===== src/rtl/corep_pkg.sv =====
// predictor sizes, index types and the branch checkpoint record
`default_nettype none

package corep_pkg;

    // ----------------------------------------------------------
    // predictor sizes

    // global history length in bits
    localparam int GH_WIDTH       = 8;
    // return address stack depth
    localparam int RAS_ENTRIES    = 8;
    localparam int RAS_ADDR_WIDTH = 32;
    localparam int BTB_WAYS       = 4;
    // not a power of two, pointer needs an explicit wrap
    localparam int BCB_ENTRIES    = 6;

    // ----------------------------------------------------------
    // index and payload types

    typedef logic [GH_WIDTH-1:0]                    gh_t;
    typedef logic [$clog2(RAS_ENTRIES)-1:0]         ras_idx_t;
    // count runs 0 to RAS_ENTRIES inclusive, so one extra bit
    typedef logic [$clog2(RAS_ENTRIES+1)-1:0]       ras_cnt_t;
    typedef logic [RAS_ADDR_WIDTH-1:0]              ras_addr_t;
    typedef logic [$clog2(BTB_WAYS)-1:0]            btb_way_t;
    typedef logic [$clog2(BCB_ENTRIES)-1:0]         bcb_idx_t;

    // ----------------------------------------------------------
    // checkpoint record

    // snapshot of speculative state taken before each branch
    typedef struct packed {
        gh_t        gh;
        ras_idx_t   ras_idx;
        ras_cnt_t   ras_cnt;
        btb_way_t   btb_hit_way;
    } bcb_info_t;

endpackage

`default_nettype wire


===== src/rtl/bcb.sv =====
// branch checkpoint buffer, wrapping save pointer over a distributed RAM
`timescale 1ns/1ns
`default_nettype none

module bcb import corep_pkg::*; (
    input  logic        CLK,
    input  logic        nRST,

    // save side
    input  logic        save_valid,
    input  bcb_info_t   save_bcb_info,
    output bcb_idx_t    save_bcb_idx,

    // restore side
    input  bcb_idx_t    restore_bcb_idx,
    output bcb_info_t   restore_bcb_info
);

    // the snapshot only changes when a branch goes by
    // so non-branch cycles can share one entry
    // write every cycle, step to the next entry on a branch

    // ----------------------------------------------------------
    // next pointer

    bcb_idx_t save_bcb_idx_plus_1;

    generate
        if ((BCB_ENTRIES & (BCB_ENTRIES - 1)) == 0) begin : gen_pow2_wrap
            // index width matches entry count, natural rollover
            assign save_bcb_idx_plus_1 = save_bcb_idx + 1'b1;
        end
        else begin : gen_manual_wrap
            // last entry goes back to entry 0
            always_comb begin
                if (save_bcb_idx == bcb_idx_t'(BCB_ENTRIES - 1)) begin
                    save_bcb_idx_plus_1 = '0;
                end
                else begin
                    save_bcb_idx_plus_1 = save_bcb_idx + 1'b1;
                end
            end
        end
    endgenerate

    // save pointer
    always_ff @(posedge CLK or negedge nRST) begin
        if (!nRST) begin
            save_bcb_idx <= '0;
        end
        else if (save_valid) begin
            save_bcb_idx <= save_bcb_idx_plus_1;
        end
    end

    // ----------------------------------------------------------
    // checkpoint storage

    distram_1rport_1wport #(
        .INNER_WIDTH ($bits(bcb_info_t)),
        .OUTER_WIDTH (BCB_ENTRIES)
    ) u_distram (
        .CLK    (CLK),
        .rindex (restore_bcb_idx),
        .rdata  (restore_bcb_info),
        .wen    (1'b1),
        .windex (save_bcb_idx),
        .wdata  (save_bcb_info)
    );

endmodule

`default_nettype wire


===== src/rtl/bp_checkpoint_top.sv =====
// predictor checkpoint top joining global history, RAS and checkpoint buffer
`timescale 1ns/1ns
`default_nettype none

module bp_checkpoint_top import corep_pkg::*; (
    input  logic        CLK,
    input  logic        nRST,

    // predicted branch in fetch
    input  logic        branch_valid,
    input  logic        branch_taken,
    input  logic        branch_is_call,
    input  logic        branch_is_ret,
    input  ras_addr_t   call_addr,
    input  btb_way_t    btb_hit_way,

    // mispredict restore from backend
    input  logic        restore_valid,
    input  bcb_idx_t    restore_bcb_idx,
    input  logic        restore_taken,
    input  logic        restore_is_call,
    input  logic        restore_is_ret,
    input  ras_addr_t   restore_call_addr,

    output bcb_idx_t    save_bcb_idx,
    output gh_t         gh,
    output ras_addr_t   ras_top,
    output btb_way_t    restore_btb_hit_way
);

    // ----------------------------------------------------------
    // strobes and snapshot

    logic       spec_valid;
    ras_idx_t   ras_idx;
    ras_cnt_t   ras_cnt;
    bcb_info_t  save_info;
    bcb_info_t  restore_info;

    // restore wins over a branch in the same cycle
    assign spec_valid = branch_valid & ~restore_valid;

    // current speculative state, written into the buffer every cycle
    assign save_info.gh          = gh;
    assign save_info.ras_idx     = ras_idx;
    assign save_info.ras_cnt     = ras_cnt;
    assign save_info.btb_hit_way = btb_hit_way;

    // saved way goes straight back out
    assign restore_btb_hit_way = restore_info.btb_hit_way;

    // ----------------------------------------------------------
    // state blocks

    bcb u_bcb (
        .CLK              (CLK),
        .nRST             (nRST),
        .save_valid       (spec_valid),
        .save_bcb_info    (save_info),
        .save_bcb_idx     (save_bcb_idx),
        .restore_bcb_idx  (restore_bcb_idx),
        .restore_bcb_info (restore_info)
    );

    gbl_hist u_gbl_hist (
        .CLK           (CLK),
        .nRST          (nRST),
        .update_valid  (spec_valid),
        .update_taken  (branch_taken),
        .restore_valid (restore_valid),
        .restore_gh    (restore_info.gh),
        .restore_taken (restore_taken),
        .gh            (gh)
    );

    ras u_ras (
        .CLK           (CLK),
        .nRST          (nRST),
        .push          (spec_valid & branch_is_call),
        .pop           (spec_valid & branch_is_ret),
        .push_addr     (call_addr),
        .restore_valid (restore_valid),
        .restore_idx   (restore_info.ras_idx),
        .restore_cnt   (restore_info.ras_cnt),
        .restore_push  (restore_is_call),
        .restore_pop   (restore_is_ret),
        .restore_addr  (restore_call_addr),
        .ras_top       (ras_top),
        .ras_idx       (ras_idx),
        .ras_cnt       (ras_cnt)
    );

endmodule

`default_nettype wire


===== src/rtl/distram_1rport_1wport.sv =====
// distributed RAM with one synchronous write port and one combinational read port
`timescale 1ns/1ns
`default_nettype none

module distram_1rport_1wport #(
    parameter int INNER_WIDTH = 32,
    parameter int OUTER_WIDTH = 8,
    // a single word still needs a one bit index
    localparam int INDEX_WIDTH = (OUTER_WIDTH > 1) ? $clog2(OUTER_WIDTH) : 1
) (
    input  logic                   CLK,

    // read port
    input  logic [INDEX_WIDTH-1:0] rindex,
    output logic [INNER_WIDTH-1:0] rdata,

    // write port
    input  logic                   wen,
    input  logic [INDEX_WIDTH-1:0] windex,
    input  logic [INNER_WIDTH-1:0] wdata
);

    // word array, contents undefined until first write
    logic [INNER_WIDTH-1:0] mem [OUTER_WIDTH];

    // write lands on the rising edge
    always_ff @(posedge CLK) begin
        if (wen) begin
            mem[windex] <= wdata;
        end
    end

    // asynchronous read
    assign rdata = mem[rindex];

endmodule

`default_nettype wire


===== src/rtl/gbl_hist.sv =====
// global history shift register with speculative update and restore
`timescale 1ns/1ns
`default_nettype none

module gbl_hist import corep_pkg::*; (
    input  logic    CLK,
    input  logic    nRST,

    // speculative update from predicted branches
    input  logic    update_valid,
    input  logic    update_taken,

    // restore from a mispredicted branch
    input  logic    restore_valid,
    input  gh_t     restore_gh,
    input  logic    restore_taken,

    output gh_t     gh
);

    // ----------------------------------------------------------
    // next history

    gh_t gh_next;

    always_comb begin
        gh_next = gh;
        if (restore_valid) begin
            // saved history plus the resolved direction
            gh_next = {restore_gh[GH_WIDTH-2:0], restore_taken};
        end
        else if (update_valid) begin
            // newest prediction enters at bit 0
            gh_next = {gh[GH_WIDTH-2:0], update_taken};
        end
    end

    // ----------------------------------------------------------
    // history register

    always_ff @(posedge CLK or negedge nRST) begin
        if (!nRST) begin
            gh <= '0;
        end
        else begin
            gh <= gh_next;
        end
    end

endmodule

`default_nettype wire


===== src/rtl/ras.sv =====
// return address stack with push, pop, saturating count and pointer restore
`timescale 1ns/1ns
`default_nettype none

module ras import corep_pkg::*; (
    input  logic        CLK,
    input  logic        nRST,

    // speculative push and pop
    input  logic        push,
    input  logic        pop,
    input  ras_addr_t   push_addr,

    // restore from checkpoint, then apply resolved branch
    input  logic        restore_valid,
    input  ras_idx_t    restore_idx,
    input  ras_cnt_t    restore_cnt,
    input  logic        restore_push,
    input  logic        restore_pop,
    input  ras_addr_t   restore_addr,

    output ras_addr_t   ras_top,
    output ras_idx_t    ras_idx,
    output ras_cnt_t    ras_cnt
);

    // ----------------------------------------------------------
    // operation select

    ras_addr_t entries [RAS_ENTRIES];

    ras_idx_t  base_idx;
    ras_cnt_t  base_cnt;
    logic      do_push;
    logic      do_pop;
    ras_addr_t op_addr;
    ras_idx_t  idx_next;
    ras_cnt_t  cnt_next;

    // restore starts from the saved pointer and count
    assign base_idx = restore_valid ? restore_idx  : ras_idx;
    assign base_cnt = restore_valid ? restore_cnt  : ras_cnt;
    assign do_push  = restore_valid ? restore_push : push;
    assign do_pop   = restore_valid ? restore_pop  : pop;
    assign op_addr  = restore_valid ? restore_addr : push_addr;

    always_comb begin
        idx_next = base_idx;
        cnt_next = base_cnt;
        if (do_push) begin
            // pointer wraps, oldest entry overwritten when full
            idx_next = base_idx + 1'b1;
            if (base_cnt != ras_cnt_t'(RAS_ENTRIES)) begin
                cnt_next = base_cnt + 1'b1;
            end
        end
        else if (do_pop) begin
            idx_next = base_idx - 1'b1;
            // count floors at zero
            if (base_cnt != '0) begin
                cnt_next = base_cnt - 1'b1;
            end
        end
    end

    // ----------------------------------------------------------
    // state

    always_ff @(posedge CLK or negedge nRST) begin
        if (!nRST) begin
            ras_idx <= '0;
            ras_cnt <= '0;
            for (int i = 0; i < RAS_ENTRIES; i++) begin
                entries[i] <= '0;
            end
        end
        else begin
            ras_idx <= idx_next;
            ras_cnt <= cnt_next;
            // push writes the slot the pointer moves to
            if (do_push) begin
                entries[idx_next] <= op_addr;
            end
        end
    end

    // top of stack, zero when empty
    assign ras_top = (ras_cnt == '0) ? '0 : entries[ras_idx];

endmodule

`default_nettype wire


===== config.mk =====
export PLATFORM = sky130hd
export DESIGN_NAME = bp_checkpoint_top
export DESIGN_NICKNAME = d
export VERILOG_FILES = /design/src/rtl/corep_pkg.sv /design/src/rtl/bcb.sv /design/src/rtl/bp_checkpoint_top.sv /design/src/rtl/distram_1rport_1wport.sv /design/src/rtl/gbl_hist.sv /design/src/rtl/ras.sv
export SDC_FILE = /design/constraint.sdc
export NUM_CORES = 1
export LEC_CHECK = 0
export ABC_AREA = 1
export BUFFER_PORTS_ARGS = -buffer_cell sky130_fd_sc_hd__buf_4
export CAP_MARGIN = 10
export CORE_ASPECT_RATIO = 0.9
export CORE_MARGIN = 10
export CORE_UTILIZATION = 45
export DETAILED_ROUTE_END_ITERATION = 8
export PLACE_DENSITY = 0.74
export SKIP_CTS_REPAIR_TIMING = 1
export SLEW_MARGIN = 20
export SYNTH_ARGS = -nofsm -noshare
export SYNTH_HDL_FRONTEND = slang
export SYNTH_SLANG_ARGS = --single-unit

===== constraint.sdc =====
create_clock -name CLK -period 2.5 [get_ports CLK]
set_input_delay 0.5 -clock CLK [delete_from_list [all_inputs] [get_ports CLK]]
set_output_delay 0.5 -clock CLK [all_outputs]
set_load 0.1 [all_outputs]

# Word level (Yosys, flattened, before mapping)
# Memory sizes are Yosys's and may differ from the RTL's.
# Index checks and enable logic that the tools add are counted.
# W data, S select, Z words.
[totals] word_cells=54 mem_bits_rw=102 reg_bits=274 out_inout_bits=45 mem_count=1
[mem_list] name="u_bcb.u_distram.mem" depth=6 width=17 rd=1 rd_clocked_by_memory_dff=0 wr=1 line="distram_1rport_1wport.sv:24" rtl="logic [INNER_WIDTH-1:0] mem [OUTER_WIDTH];"
[op_classes] muxes=21 add_sub_neg=5 n_lt_le_gt_ge=3 eq_ne=2 n_bitwise=6 n_reduce_logical=4
[op_table] op="$bwmux W256" count=1
[op_table] op="$mux W32" count=5
[op_table] op="$bmux W32 S3" count=1
[op_table] op="$demux W32 S3" count=1
[op_table] op="$mux W4" count=5
[op_table] op="$mux W8" count=2
[op_table] op="$mux W3" count=4
[op_table] op="$ge A4 B4 Y1 const B" count=2
[op_table] op="$not A3 Y4" count=2
[op_table] op="$add A3 B1 Y3 const B" count=2
[op_table] op="$add A4 B1 Y4 const B" count=1
[op_table] op="$logic_not A4 Y1" count=1
[op_table] op="$lt A4 B1 Y1 const B" count=1
[op_table] op="$ne A4 B4 Y1 const B" count=1
[op_table] op="$reduce_bool A4 Y1" count=1
[op_table] op="$sub A4 B1 Y4 const B" count=1
[op_table] op="$and A1 B1 Y1" count=3
[op_table] op="$eq A3 B3 Y1 const B" count=1
[op_table] op="$sub A3 B1 Y3 const B" count=1
[op_table] op="$mux W1" count=2
[op_table] op="$reduce_bool A2 Y1" count=1
[op_table] op="$logic_and A1 B1 Y1" count=1
[op_table] op="$not A1 Y1" count=1

# Longest topological paths before layout
[depth] depth_word=12 ltp_mapped=22 mapped_depth_nobuf=19

# Modules after synthesis
# Synthesis repeated with hierarchy kept, for this count alone.
[unflattened] hier_cells=2253 hier_area_um2=18486.5
[modules_own_cells] mod="ras" n_inst=1 cells_each=1862 seq_area_each_um2=6581.3 area_each_um2=13838.3
[modules_own_cells] mod="distram_1rport_1wport" n_inst=1 cells_each=323 seq_area_each_um2=3062.9 area_each_um2=4112.7
[modules_own_cells] mod="gbl_hist" n_inst=1 cells_each=44 seq_area_each_um2=200.2 area_each_um2=374.1
[modules_own_cells] mod="bcb" n_inst=1 cells_each=17 seq_area_each_um2=75.1 area_each_um2=132.6
[modules_own_cells] mod="bp_checkpoint_top" n_inst=1 cells_each=7 seq_area_each_um2=0.0 area_each_um2=28.8

# Worst setup path after synthesis
# Ideal clock, no wire load.
[synth_path] kind="input port to output port" startpoint="input restore_bcb_idx[0]" endpoint="output restore_btb_hit_way[1]" n_path_buf=4 arrival_ns=3.158 cell_stages=8 required_ns=2.000 slack_ns=-1.158 path_cell_list="buf_2 -> inv_2 -> buf_4 -> clkbuf_1 -> buf_1 -> nand2_1 -> a32o_1 -> o22ai_1"
[synth_via] elab_chain_len=1
[synth_rtl] item="start: declaration" line="bp_checkpoint_top.sv:19" rtl="input bcb_idx_t restore_bcb_idx,"
[synth_rtl] item="$mem_v2 Z6 W17"
[synth_rtl] item="end: declaration" line="bp_checkpoint_top.sv:28" rtl="output btb_way_t restore_btb_hit_way"
# No other way between the ends.

# Worst setup path after layout
[layout_path] startpoint="register u_ras.ras_idx[0]" endpoint="output ras_top[11]"
[layout_via] elab_chain_len=5
[layout_rtl] item="start: declaration" line="ras.sv:23" rtl="output ras_idx_t ras_idx,"
[layout_rtl] item="start signal: assignment" line="ras.sv:78" rtl="ras_idx <= idx_next;"
[layout_rtl] item="$not A3 Y4 (implied by the code)" line="ras.sv:88" rtl="assign ras_top = (ras_cnt == '0) ? '0 : entries[ras_idx];"
[layout_rtl] item="$bmux W32 S3" line="ras.sv:88"
[layout_rtl] item="$mux W32 (implied by the code) (2 in series)" line="ras.sv:88"
[layout_rtl] item="$mux W32" line="ras.sv:88"
[layout_rtl] item="end: declaration" line="bp_checkpoint_top.sv:27" rtl="output ras_addr_t ras_top,"
# No other way between the ends. The select of a mux whose other input is x is not followed.

==> results.yml <==
status:
  violations: "hold timing, setup timing"
  status: "finished with violations"
clocking:
  numCtsBuffers: 39
  clock-root-buffer: "clkbuf_16"
  clk_latency_ps: 570
  clock_path_buffers: 3
  clock-sinks: 370
  clk_pin_slew_ps: 60
  h-tree-depth: 2
  cts_tree: "done"
detailed_routing:
  routed_wl_mm: 55.7
  wl_met2_mm: 26.4
  route.detailed.drc: 0
  met1_length_mm: 23.0
  via_per_inst: 5.71
  dr_wl_met3_mm: 4.90
  drt-initial-drc-count: 1977
  drtAntennaViolNets: 0
  top_layer: "met4"
  via_count: 16100
  drt_pass1_iterations: 5
  wl_per_cell_microns: 19.7
finish:
  drive_gt1_frac: 0.187
  nNetsFinal: 2351
  n_fill_cell: 3162
  num_antenna_cells: 0
  final_cell_area_sq_um: 22500
  utilization: 0.587
  area_growth_pct: 28.9
  final_cells: 2824
worst_setup_path:
  crit_arrival_ps: 2330
  rr_worst_depth: 13
  crit_path_top_delay_cell: "dfrtp_4"
  cp_top_family: "flip-flops"
  r2r-start: "u_ras.ras_idx[0]"
  max_stage_delay_ps: 570
  required_ps: 2000
  cp-startpoint: "u_ras.ras_idx[0]"
  cp_max_fo: 9
  startpoint_type: "flip-flop"
  cp_cell_sequence: "clkinv_8 > buf_2 > nor2_1 > o22ai_1 > o21ai_1 > a31oi_4 > buf_12"
  r2r-end: "u_ras.entries[151]"
  critPathKind: "flip-flop to output port"
  worstSetupEndpointType: "output port"
  ff2ff_setup_slack_ps: -240
  cp_num_buf_inv: 3
grt:
  track_usage: 0.221
  first_global_vias: 15800
  grt_remaining_overflow: 0
  grt_max_degree: 83
  grt_pass1_wl_mm: 84.8
  antenna_found_initial: 0
sta:
  min_period_ps: 2830
  fin_tns_setup_ps: -41430
  fin_crit_sh: 1.13
  fin_ws_ps: -326
  rsz0062_at_grt: "yes"
  relSlewSlack: 0.485
  fmax_ghz: 0.354
  hold_viol_final: 28
  setup_violations: 288
  holdWs_ps: -26.7
  slew_violations: 0
  worstMarginPinSlew_ps: 773
  skew_ps: 14.5
power_and_ir_drop:
  total_power_mw: 31.4
  powerDensity_nw_per_um2: 1390
  leakagePower_nw: 10.5
  vdd_ir_drop_max_uv: 1360
die:
  die_h_microns: 207
  dieArea_sq_um: 47100
  die_w_microns: 228
  initial_core_util: 0.455
  core_sq_um: 38400
  io-pin-count: 124
  rows: 68
yosys:
  avgSynthCellArea_sq_um: 8.27
  synth-seq-cells: 370
  synth.most_common_cell: "nand2_1"
  synth_top_area_share: 0.392
  synth_cell_types: 34
  ys_dominant_reg_cell: "dfrtp_1"
  ys_seq_area_frac: 0.557
  synthTopCellsByCount: "nand2_1, dfrtp_1, nor2_1"
  ys_top_cells_by_area: "dfrtp_1, edfxtp_1, nand2_1"
  synth_fp_nets: 2195
  syn-cell-area_sq_um: 17500
  synth_edf_count: 96
  ys_warn_count: 0
  async_flop_share: 0.741
  syn_inst: 2112
  synth_top_cell_by_area: "dfrtp_1"
placed_design:
  post_dp_cell_area_sq_um: 20300
  io_buffers: 123
  pre_cts_ws_ps: -148
  dp_cells: 2735
  gp_congestion: 0.858
  dpl.hpwl_mm: 33.1
run:
  drv_cap: 0
min_path:
  hp-class: "primary input to asynchronous set/reset pin"
==> how the worst max path moves through the flow <==
stage,to,slack [ps],depth (start not counted)
3_3_place_gp,u_ras.entries[98],-90,18
6_report,ras_top[11],-330,7
3_5_place_dp,u_ras.entries[218],-150,16
4_1_cts,ras_top[30],-570,7
2_1_floorplan,u_bcb.u_distram.mem[4][0],-260,2
5_1_grt,ras_top[23],-400,7
==> cells in the final DEF, fill, tap and decap left out, drive strengths merged <==
cell type  count
ha             4
bufinv         3
inv           70
edfxtp        96
nor2         244
nor3           6
clkinv        13
a31oi         32
a21oi         12
o211ai         2
nand3        157
xor2           2
o22ai         41
clkinvlp       2
a32o           2
nand4         64
nand2        678
or2            1
buf          261
o21ai        270
clkbuf        65
dfrtp        274
==> per-layer routing <==
metal	up-vias	global-route usage
met4	0	0.0821
met1	7878	0.288
met3	101	0.0384
met5	-	0
met2	821	0.366
li1	7331	-
==> report_power, final <==
| group | switching [mW] | internal [mW] | leakage, nW |
|---|---|---|---|
| sequential | 1.35 | 8.76 | 4.35 |
| clock | 2.51 | 3.53 | 0.653 |
| combinational | 9.83 | 5.40 | 5.51 |
| total | 13.7 | 17.7 | 10.5 |
==> state kept, by name, summed over array words and instances, names as in the netlist <==
signal and cells:
u_bcb.u_distram.mem 96, u_ras.entries 256, u_gbl_hist.gh 8, u_bcb.save_bcb_idx 3
u_ras.ras_idx 3, u_ras.ras_cnt 4
==> area by class of cell <==
class	count	area [sq um]	share of cell area
sequential	370	9740	0.433
multi-input combinational	1515	7410	0.329
timing repair buffer	270	3090	0.137
clock buffer	56	1150	0.0511
tap	525	657	0.0292
inverter	72	300	0.0133
clock inverter	16	174	0.00772
==> cell families after synthesis <==
kind of cell / count (synthesis) / synth area share
buf+inv: 227 / 0.0563
fa+ha+maj: 4 / 0.00286
compound gates: 359 / 0.110
simple gates: 1150 / 0.272
xor+xnor: 2 / 0.00100
flops: 370 / 0.557
Power figures use the tool's default switching activity.
